$ cat src/source/uart_pkg.sv
`default_nettype none

package uart_pkg;

  // ====================
  // Basic types
  // ====================
  typedef logic [7:0] byte_t;      // One data byte
  typedef logic [2:0] reg_addr_t;  // Register offset, 8 slots

  // Register map
  localparam reg_addr_t REG_RBR_THR = 3'd0;  // RBR read, THR write
  localparam reg_addr_t REG_IER     = 3'd1;
  localparam reg_addr_t REG_IIR_FCR = 3'd2;  // IIR read, FCR write
  localparam reg_addr_t REG_LCR     = 3'd3;
  localparam reg_addr_t REG_MCR     = 3'd4;
  localparam reg_addr_t REG_LSR     = 3'd5;  // Read only
  localparam reg_addr_t REG_MSR     = 3'd6;  // Read only, fixed
  localparam reg_addr_t REG_SCR     = 3'd7;

  // FIFO sizing
  localparam int unsigned FIFO_DEPTH = 16;
  localparam int unsigned FIFO_IDX_W = $clog2(FIFO_DEPTH);
  typedef logic [FIFO_IDX_W:0] fifo_count_t;  // 0 to 16, extra wrap bit

  // Reset and fixed values
  localparam byte_t LCR_RESET = 8'h03;  // 8N1
  localparam byte_t MSR_VALUE = 8'hB0;  // CTS, DSR, CD

  // Bit positions
  localparam int unsigned IER_RDA_BIT   = 0;  // Received data available enable
  localparam int unsigned IER_THRE_BIT  = 1;  // Transmitter empty enable
  localparam int unsigned FCR_RX_CLR    = 1;
  localparam int unsigned FCR_TX_CLR    = 2;
  localparam int unsigned LSR_DR_BIT    = 0;
  localparam int unsigned LSR_THRE_BIT  = 5;
  localparam int unsigned LSR_TEMT_BIT  = 6;

  // IIR ids in bits 3:1, zero when nothing pending
  localparam logic [2:0] IIR_NONE = 3'b000;
  localparam logic [2:0] IIR_THRE = 3'b001;
  localparam logic [2:0] IIR_RDA  = 3'b010;

  // ====================
  // Register bus
  // ====================
  typedef struct packed {
    logic      valid;
    logic      we;
    reg_addr_t addr;
    byte_t     wdata;
  } reg_req_t;

  typedef struct packed {
    logic  ready;  // Previous cycle's valid
    byte_t rdata;  // Zero for writes and idle cycles
  } reg_rsp_t;

endpackage

`default_nettype wire

$ cat src/source/uart_fifo.sv
`default_nettype none
`timescale 1ns/1ps

module uart_fifo (
  input  logic                  clk,
  input  logic                  reset_n,
  input  logic                  push,
  input  uart_pkg::byte_t       push_data,
  input  logic                  pop,
  input  logic                  flush,
  output uart_pkg::byte_t       head,
  output uart_pkg::fifo_count_t count,
  output logic                  empty,
  output logic                  full,
  output logic                  not_full
);

  import uart_pkg::*;

  // Storage, no reset needed
  byte_t mem [FIFO_DEPTH];

  fifo_count_t wr_ptr;  // Extra MSB tells full from empty
  fifo_count_t rd_ptr;
  logic        do_push;
  logic        do_pop;

  // ====================
  // Status
  // ====================
  assign count    = wr_ptr - rd_ptr;  // Wraps naturally
  assign empty    = (count == '0);
  assign full     = (count == fifo_count_t'(FIFO_DEPTH));
  assign not_full = !full;

  // Show-ahead head
  assign head = mem[rd_ptr[FIFO_IDX_W-1:0]];

  // Illegal requests are dropped here
  assign do_push = push && !full;
  assign do_pop  = pop && !empty;

  // ====================
  // Write side
  // ====================
  always_ff @(posedge clk) begin
    if (do_push) begin
      mem[wr_ptr[FIFO_IDX_W-1:0]] <= push_data;
    end
  end

  always_ff @(posedge clk or negedge reset_n) begin
    if (!reset_n) begin
      wr_ptr <= '0;
    end else if (do_push) begin
      wr_ptr <= wr_ptr + 1'b1;
    end
  end

  // ====================
  // Read side
  // ====================
  // Flush discards all held entries, a same-cycle push still lands
  always_ff @(posedge clk or negedge reset_n) begin
    if (!reset_n) begin
      rd_ptr <= '0;
    end else if (flush) begin
      rd_ptr <= wr_ptr;            // Catch up with writer
    end else if (do_pop) begin
      rd_ptr <= rd_ptr + 1'b1;
    end
  end

endmodule

`default_nettype wire

$ cat src/source/uart_regs.sv
`default_nettype none
`timescale 1ns/1ps

module uart_regs (
  input  logic               clk,
  input  logic               reset_n,
  input  uart_pkg::reg_req_t bus_req,
  output uart_pkg::reg_rsp_t bus_rsp,
  output logic               tx_push,
  output uart_pkg::byte_t    tx_push_data,
  output logic               tx_flush,
  output logic               rx_flush,
  input  logic               tx_empty,
  input  logic               tx_full,
  input  logic               tx_valid,
  output logic               rx_pop,
  input  uart_pkg::byte_t    rx_head,
  input  logic               rx_empty,
  output logic               irq
);

  import uart_pkg::*;

  // Config registers
  byte_t ier;
  byte_t lcr;
  byte_t mcr;
  byte_t scr;

  logic  wr_acc;    // Write access this cycle
  logic  rd_acc;    // Read access this cycle
  logic  irq_rda;   // Received data available
  logic  irq_thre;  // Transmitter empty
  byte_t lsr;
  byte_t iir;
  byte_t rd_data;

  assign wr_acc = bus_req.valid && bus_req.we;
  assign rd_acc = bus_req.valid && !bus_req.we;

  // ====================
  // FIFO side effects
  // ====================
  // THR write, dropped when full
  assign tx_push      = wr_acc && (bus_req.addr == REG_RBR_THR) && !tx_full;
  assign tx_push_data = bus_req.wdata;

  // FCR clear bits, single-cycle pulses
  assign tx_flush = wr_acc && (bus_req.addr == REG_IIR_FCR) && bus_req.wdata[FCR_TX_CLR];
  assign rx_flush = wr_acc && (bus_req.addr == REG_IIR_FCR) && bus_req.wdata[FCR_RX_CLR];

  // RBR read consumes the head
  assign rx_pop = rd_acc && (bus_req.addr == REG_RBR_THR) && !rx_empty;

  // ====================
  // Config writes
  // ====================
  always_ff @(posedge clk or negedge reset_n) begin
    if (!reset_n) begin
      ier <= '0;
      lcr <= LCR_RESET;  // 8N1
      mcr <= '0;
      scr <= '0;
    end else if (wr_acc) begin
      case (bus_req.addr)
        REG_IER: ier <= bus_req.wdata;
        REG_LCR: lcr <= bus_req.wdata;  // Stored only, no line effect
        REG_MCR: mcr <= bus_req.wdata;
        REG_SCR: scr <= bus_req.wdata;
        default: ;                      // THR, FCR above; LSR, MSR read only
      endcase
    end
  end

  // ====================
  // Status composition
  // ====================
  always_comb begin
    lsr               = '0;         // Error bits never set
    lsr[LSR_DR_BIT]   = !rx_empty;
    lsr[LSR_THRE_BIT] = !tx_full;   // Room for another THR write
    lsr[LSR_TEMT_BIT] = tx_empty;
  end

  // Interrupt sources
  assign irq_rda  = !rx_empty && ier[IER_RDA_BIT];
  // Nothing queued and nothing on the stream
  assign irq_thre = tx_empty && !tx_valid && ier[IER_THRE_BIT];

  always_comb begin
    iir    = '0;
    iir[0] = !(irq_rda || irq_thre);  // Low means pending
    if (irq_rda) begin
      iir[3:1] = IIR_RDA;             // Highest priority
    end else if (irq_thre) begin
      iir[3:1] = IIR_THRE;
    end else begin
      iir[3:1] = IIR_NONE;
    end
  end

  // Level interrupt
  assign irq = irq_rda || irq_thre;

  // ====================
  // Read path
  // ====================
  always_comb begin
    case (bus_req.addr)
      REG_RBR_THR: rd_data = rx_empty ? '0 : rx_head;  // Empty reads zero
      REG_IER:     rd_data = ier;
      REG_IIR_FCR: rd_data = iir;
      REG_LCR:     rd_data = lcr;
      REG_MCR:     rd_data = mcr;
      REG_LSR:     rd_data = lsr;
      REG_MSR:     rd_data = MSR_VALUE;  // No modem lines
      REG_SCR:     rd_data = scr;
      default:     rd_data = '0;
    endcase
  end

  // Response one cycle after request
  always_ff @(posedge clk or negedge reset_n) begin
    if (!reset_n) begin
      bus_rsp <= '0;
    end else begin
      bus_rsp.ready <= bus_req.valid;
      bus_rsp.rdata <= rd_acc ? rd_data : '0;  // Writes and idle read zero
    end
  end

endmodule

`default_nettype wire

$ cat src/source/uart_top.sv
`default_nettype none
`timescale 1ns/1ps

module uart_top (
  input  logic               clk,
  input  logic               reset_n,
  input  uart_pkg::reg_req_t bus_req,
  output uart_pkg::reg_rsp_t bus_rsp,
  output logic               tx_valid,
  output uart_pkg::byte_t    tx_data,
  input  logic               tx_ready,
  input  logic               rx_valid,
  input  uart_pkg::byte_t    rx_data,
  output logic               rx_ready,
  output logic               irq
);

  import uart_pkg::*;

  // TX path
  logic  tx_push;
  byte_t tx_push_data;
  logic  tx_flush;
  logic  tx_pop;
  byte_t tx_head;
  logic  tx_empty;
  logic  tx_full;

  // RX path
  logic  rx_pop;
  logic  rx_flush;
  byte_t rx_head;
  logic  rx_empty;

  // ====================
  // Register block
  // ====================
  uart_regs regs_i (
    .clk          (clk),
    .reset_n      (reset_n),
    .bus_req      (bus_req),
    .bus_rsp      (bus_rsp),
    .tx_push      (tx_push),
    .tx_push_data (tx_push_data),
    .tx_flush     (tx_flush),
    .rx_flush     (rx_flush),
    .tx_empty     (tx_empty),
    .tx_full      (tx_full),
    .tx_valid     (tx_valid),   // Stage busy feeds TEMT interrupt
    .rx_pop       (rx_pop),
    .rx_head      (rx_head),
    .rx_empty     (rx_empty),
    .irq          (irq)
  );

  // TX buffer, filled by THR writes
  uart_fifo tx_fifo_i (
    .clk       (clk),
    .reset_n   (reset_n),
    .push      (tx_push),
    .push_data (tx_push_data),
    .pop       (tx_pop),
    .flush     (tx_flush),
    .head      (tx_head),
    .count     (),
    .empty     (tx_empty),
    .full      (tx_full),
    .not_full  ()
  );

  // Output stage toward the line
  uart_tx_stage tx_stage_i (
    .clk        (clk),
    .reset_n    (reset_n),
    .fifo_head  (tx_head),
    .fifo_empty (tx_empty),
    .fifo_pop   (tx_pop),
    .tx_valid   (tx_valid),
    .tx_data    (tx_data),
    .tx_ready   (tx_ready)
  );

  // RX buffer, line pushes directly
  uart_fifo rx_fifo_i (
    .clk       (clk),
    .reset_n   (reset_n),
    .push      (rx_valid),
    .push_data (rx_data),
    .pop       (rx_pop),
    .flush     (rx_flush),
    .head      (rx_head),
    .count     (),
    .empty     (rx_empty),
    .full      (),
    .not_full  (rx_ready)   // Flow control back to line
  );

endmodule

`default_nettype wire

$ cat src/source/uart_tx_stage.sv
`default_nettype none
`timescale 1ns/1ps

module uart_tx_stage (
  input  logic            clk,
  input  logic            reset_n,
  input  uart_pkg::byte_t fifo_head,
  input  logic            fifo_empty,
  output logic            fifo_pop,
  output logic            tx_valid,
  output uart_pkg::byte_t tx_data,
  input  logic            tx_ready
);

  import uart_pkg::*;

  logic accept;  // Byte leaves this cycle
  logic load;    // Next byte enters output register

  assign accept = tx_valid && tx_ready;

  // Refill when empty or draining, keeps one byte per cycle
  assign load     = !fifo_empty && (!tx_valid || accept);
  assign fifo_pop = load;

  // Valid flag
  always_ff @(posedge clk or negedge reset_n) begin
    if (!reset_n) begin
      tx_valid <= 1'b0;
    end else if (load) begin
      tx_valid <= 1'b1;
    end else if (accept) begin
      tx_valid <= 1'b0;             // Drained, nothing behind it
    end
  end

  // Output byte, held while stalled
  always_ff @(posedge clk) begin
    if (load) begin
      tx_data <= byte_t'(fifo_head);
    end
  end

endmodule

`default_nettype wire

$ cat config.mk
export PLATFORM = sky130hd
export DESIGN_NAME = uart_top
export DESIGN_NICKNAME = d
export VERILOG_FILES = /design/src/source/uart_pkg.sv /design/src/source/uart_fifo.sv /design/src/source/uart_regs.sv /design/src/source/uart_top.sv /design/src/source/uart_tx_stage.sv
export SDC_FILE = /design/constraint.sdc
export NUM_CORES = 1
export LEC_CHECK = 0
export BUFFER_PORTS_ARGS = -buffer_cell sky130_fd_sc_hd__buf_2
export CAP_MARGIN = 10
export CORE_MARGIN = 2
export CORE_UTILIZATION = 60
export DETAILED_ROUTE_END_ITERATION = 6
export GPL_TIMING_DRIVEN = 0
export HOLD_SLACK_MARGIN = 0.02
export PLACE_DENSITY = 0.85
export SYNTH_ARGS = -nofsm -noshare
export SYNTH_HDL_FRONTEND = slang
export SYNTH_SLANG_ARGS = --single-unit
$ cat constraint.sdc
create_clock -name clk -period 9.8 [get_ports clk]
set_clock_uncertainty 0.2 [all_clocks]
set_input_delay 1.47 -clock clk [delete_from_list [all_inputs] [get_ports clk]]
set_output_delay 1.47 -clock clk [all_outputs]
set_load 0.02 [all_outputs]
-- Word-level counts from Yosys, hierarchy flattened
Memory sizes are Yosys's and may differ from the RTL's. A register that Yosys moved wholly into a read port is not among the register bits.
Cells that the tools add are included.
- word-level logic and storage cells: 80
- memories: 2
- latch bits: 0
- ROM bits: 0
- input port bits: 25
- output and inout port bits: 20
- RAM bits: 256
- register bits: 62
- memory list (name ; depth ; bits a word ; rd ports ; clocked after memory_dff ; wr ports ; RTL line ; source):
    rx_fifo_i.mem ; 16 ; 8 ; 1 ; 0 ; 1 ; uart_fifo.sv:21 ; byte_t mem [FIFO_DEPTH];
    tx_fifo_i.mem ; 16 ; 8 ; 1 ; 1 ; 1 ; uart_fifo.sv:21 ;
- reduce and logical (&&, ||, !) cells: 37
- multiply operators: 0
- div/mod/pow operators: 0
- bitwise gates (word level): 0
- muxes and demuxes: 15
- $lt $le $gt $ge: 0
- add/sub/neg operators: 6
- shift-type cells: 0
- equality and inequality tests: 9
- operator list (kind ; number):
    case mux 8 bit (8 select lines) ; 1
    adder 5 x 1 -> 5 bit (second input constant) ; 4
    2-to-1 mux 5 bit ; 4
    logical AND 1 bit ; 18
    2-to-1 mux 8 bit ; 2
    == test 3 bit (second input constant) ; 4
    == test 5 bit (second input constant) ; 2
    logical NOT 5 bit ; 2
    subtractor 5 bit ; 2
    AND reduction 2 bit ; 4
    logical NOT 1 bit ; 7
    2-to-1 mux 1 bit ; 7
    == test 3 x 2 -> 1 bit (second input constant) ; 2
    nonzero test 2 bit ; 3
    == test 3 x 1 -> 1 bit (second input constant) ; 1
    logical NOT 3 bit ; 1
    2-to-1 mux 3 bit ; 1
    logical OR 1 bit ; 2

-- Depth between registers and ports, before layout
- word-level depth: 8
- mapped depth: 10
- mapped depth without buffers: 8

-- Modules after synthesis
From an unflattened synthesis, not the netlist that was laid out.
- cell total of the unflattened synthesis: 748
- area, all modules: 13772.0 um^2
- by module, submodules not included (module ; area each (um^2) ; cells each ; times used ; sequential area each (um^2)):
    uart_fifo ; 5711.7 ; 278 ; 2 ; 4093.9
    uart_regs ; 2058.2 ; 179 ; 1 ; 1028.5
    uart_tx_stage ; 290.3 ; 13 ; 1 ; 265.3

-- Least setup slack after synthesis
Ideal clock, no wire load.
- path type: register to output
- start: register tx_fifo_i.rd_ptr[1]
- end: output port irq
- arrival: 2630 ps
- path slack: 5500 ps
- cell stages (with the launch flop): 10
- path buffers: 2
- required time: 8130 ps
- cells stage by stage: dfrtp_1 > clkbuf_1 > buf_1 > inv_1 > ha_1 > and3b_1 > or4_4 > a211oi_4 > nand2_1 > nand2_1
- cells in the longest elaborated chain, start to end: 5
- ends and longest elaborated chain (what ; RTL line ; source):
    start, declared ; uart_fifo.sv:24 ; fifo_count_t rd_ptr;
    start signal, assigned ; uart_fifo.sv:68 ; rd_ptr <= wr_ptr;
    start signal, assigned ; uart_fifo.sv:70 ; rd_ptr <= rd_ptr + 1'b1;
    subtractor 5 bit ; uart_fifo.sv:31 ; assign count = wr_ptr - rd_ptr;
    logical NOT 5 bit ; uart_fifo.sv:32 ; assign empty = (count == '0);
    logical AND 1 bit (2 in series) ; uart_regs.sv:88 ; assign irq_thre = tx_empty && !tx_valid && ier[IER_THRE_BIT];
    logical OR 1 bit ; uart_regs.sv:103 ; assign irq = irq_rda || irq_thre;
    end, declared ; uart_top.sv:15 ; output logic irq
Every way passes these cells.

-- Final worst setup path
Same ends and word-level chain as after synthesis.

==> impl_metrics.json <==
{
  "status": "finished clean",
  "numCtsBuffers": 31,
  "root_buffer": "clkbuf_16",
  "synth.distinct_cells": 56,
  "yosysSeqAreaShare_pct": 70.6,
  "max_freq_ghz": 0.174,
  "synth_commonest_cells": "264 x edfxtp_1, 74 x mux4_2, 60 x dfrtp_1",
  "crit_path_start_kind": "flip-flop",
  "die_h_microns": 154,
  "placed_cell_area_sq_um": 14000,
  "rsz0062_at_grt": "false",
  "wl_per_cell_microns": 26.7,
  "ir_drop_mv": 0.237,
  "ff_latch_area_sq_um": 9480,
  "place_hpwl_microns": 19100,
  "dieArea_sq_um": 23600,
  "first_iter_violations": 888,
  "fp.dieW_microns": 154,
  "syn-cell-area_sq_um": 13400,
  "path_cells": "clkbuf_1, buf_1, inv_1, ha_1, and3b_1, or4_4, a211oi_4, nand2_1, nand2_1, buf_2",
  "setup_tns_ns": 0,
  "ant_nets": 0,
  "initial_core_util_pct": 61.3,
  "synth_top_area_cell": "edfxtp_1",
  "worstMarginPinSlew_ns": 0.960,
  "synth-edff-count": 264,
  "holdWs_ns": 0.303,
  "setup_viol": 0,
  "vias_per_cell": 6.64,
  "cts_num_sinks": 326,
  "routed_wl_microns": 30700,
  "synthFlopType": "edfxtp_1",
  "crit_fanout": 10,
  "remaining_drc_errors": 0,
  "core-area_sq_um": 21900,
  "antenna_found_initial": 1,
  "async_flop_share_pct": 19.0,
  "min_path_cells": 1,
  "fin_area_sq_um": 15100,
  "cp_num_cells": 10,
  "max_stage_delay_ns": 0.54,
  "ys_ff_latch": 326,
  "hold_class": "flip-flop to flip-flop",
  "postSynthAreaPerCell_sq_um": 17.8,
  "cts_setup_buffers": 0,
  "area_growth_pct": 12.2,
  "grtUsageTotal_pct": 26.6,
  "slew_headroom_pct": 35.7,
  "rr_worst_depth": 10,
  "synth_top_area_share_pct": 59.0,
  "fin_crit_sh_pct": 58.8,
  "pre_cts_slack_ns": 4.73,
  "place.gp.congestion": 0.883,
  "critPathSlowestCell": "buf_1",
  "grt_max_degree": 36,
  "hold_buffers": 0,
  "report.final.slew_viol_count": 0,
  "cts_buffer_depth": 3,
  "grt.overflow.total": 0,
  "io_buffers": 44,
  "crit_path_end_kind": "output pin",
  "arrival_ns": 4.09,
  "yosysMostFrequentCell": "edfxtp_1",
  "path_buf_inv": 4,
  "nets": 885,
  "grt_pass1_wl_microns": 47000,
  "powerDensity_nw_per_um2": 281,
  "crit_required_ns": 8.13,
  "leakage_nw": 5.25,
  "fillers": 1344,
  "rows": 54,
  "dr.pass1.iters": 5,
  "grt_pass1_vias": 7522,
  "yosysWarnings": 0,
  "worstSetupPathType": "flip-flop to output pin",
  "cts-resized-gates": 0,
  "worst_slack_ns": 4.04,
  "netlist_top_cells_area": "edfxtp_1 59%, mux4_2 12%, dfrtp_1 11%",
  "critPathTopFamily": "buffers and inverters",
  "syn-num-nets": 799,
  "clkLatencyLatePin_ns": 0.57,
  "cp_common_cell": "nand2_1",
  "power_mw": 4.23,
  "clkTransAtPathRegs_ns": 0.06,
  "drive_gt1_share_pct": 25.7,
  "multi_input_area_sq_um": 3740,
  "ios": 45,
  "h-tree-depth": 1,
  "period_needed_ns": 5.76,
  "hold_viol": 0,
  "drv_cap": 0,
  "postSynthCellCount": 756,
  "vias": 7621,
  "cts_tree": "built"
}
## worst reg2reg max path, cell delays in order (launching register included)
cell      delay, ns
dfrtp_1        0.36
clkbuf_1       0.48
buf_1          0.55
inv_1          0.13
ha_1           0.26
nor2b_1        0.16
xnor2_1        0.23
a211oi_1       0.17
nor3_2         0.53
nand2_1        0.27
nor2_1         0.71
## layout make-up
cell class	count	share of cell area, %
Sequential cell	326	62.9
Antenna cell	1	0.0166
Clock buffer	46	5.85
Clock inverter	12	0.739
Timing Repair Buffer	53	1.93
Multi-Input combinational cell	384	24.8
Inverter	13	0.324
Tap cell	280	2.33
Buffer	33	1.05
## state kept, by name (all words and copies together) (netlist names), 8 cells and up
name,flops
rx_fifo_i.mem,128
tx_fifo_i.mem,128
regs_i.bus_rsp,9
regs_i.ier,8
regs_i.lcr,8
regs_i.mcr,8
regs_i.scr,8
tx_stage_i.tx_data,8
## report_power, final
| group | leakage (nW) | switching [mW] | internal, mW | total [mW] |
|---|---|---|---|---|
| sequential | 3.14 | 0.0750 | 1.66 | 1.74 |
| clock | 0.485 | 0.500 | 0.673 | 1.17 |
| combinational | 1.62 | 0.749 | 0.570 | 1.32 |
## routing by layer
layer,global-route usage [%],vias to the layer above,wire length [microns]
li1,-,3149,-
met1,39.2,3901,12100
met2,42.4,519,15100
met3,3.80,52,2800
met4,7.95,0,720
met5,0,-,0
## metrics by stage
stage          cells  utilization, %
2_1_floorplan    756               -
3_3_place_gp    1080            64.0
3_5_place_dp    1084            64.1
4_1_cts         1142            68.7
5_1_grt         1147            68.8
6_report        1148            68.8
## worst paths after layout
kind / from / endpoint / slack (ns)
worst max register to register: tx_fifo_i.rd_ptr[1] / tx_fifo_i.mem[6][4] / 5.38
worst max-delay path: tx_fifo_i.rd_ptr[1] / irq / 4.04
worst min-delay path: regs_i.scr[7] / regs_i.scr[7] / 0.30
max in group asynchronous: reset_n / regs_i.lcr[1] / 7.89
worst min register to register: regs_i.scr[7] / regs_i.scr[7] / 0.30
min in group asynchronous: reset_n / rx_fifo_i.wr_ptr[0] / 0.80
## placed cells by master (no fill, tap or decap), drive strengths merged, types with 14 or more instances in the layout
cell type  netlist  routed
a21oi           23      23
buf             15      64
clkbuf          18      68
dfrtp           60      60
edfxtp         264     264
ha              18      18
inv             13      14
mux2            33      33
mux4            74      74
nand2           57      57
nor2            52      52
xnor2           17      17
## logic make-up (layout without fill, tap and decap cells)
group,after synthesis,after routing,share of synthesized area (%)
compound gates,63,63,3.10
other cells,0,1,0
xor+xnor,22,22,1.65
mux,111,111,15.5
simple gates,170,170,5.95
fa+ha+maj,18,18,1.68
flops,326,326,70.6
buf+inv,46,157,1.54
No activity file was read; power rests on OpenSTA's default activity.
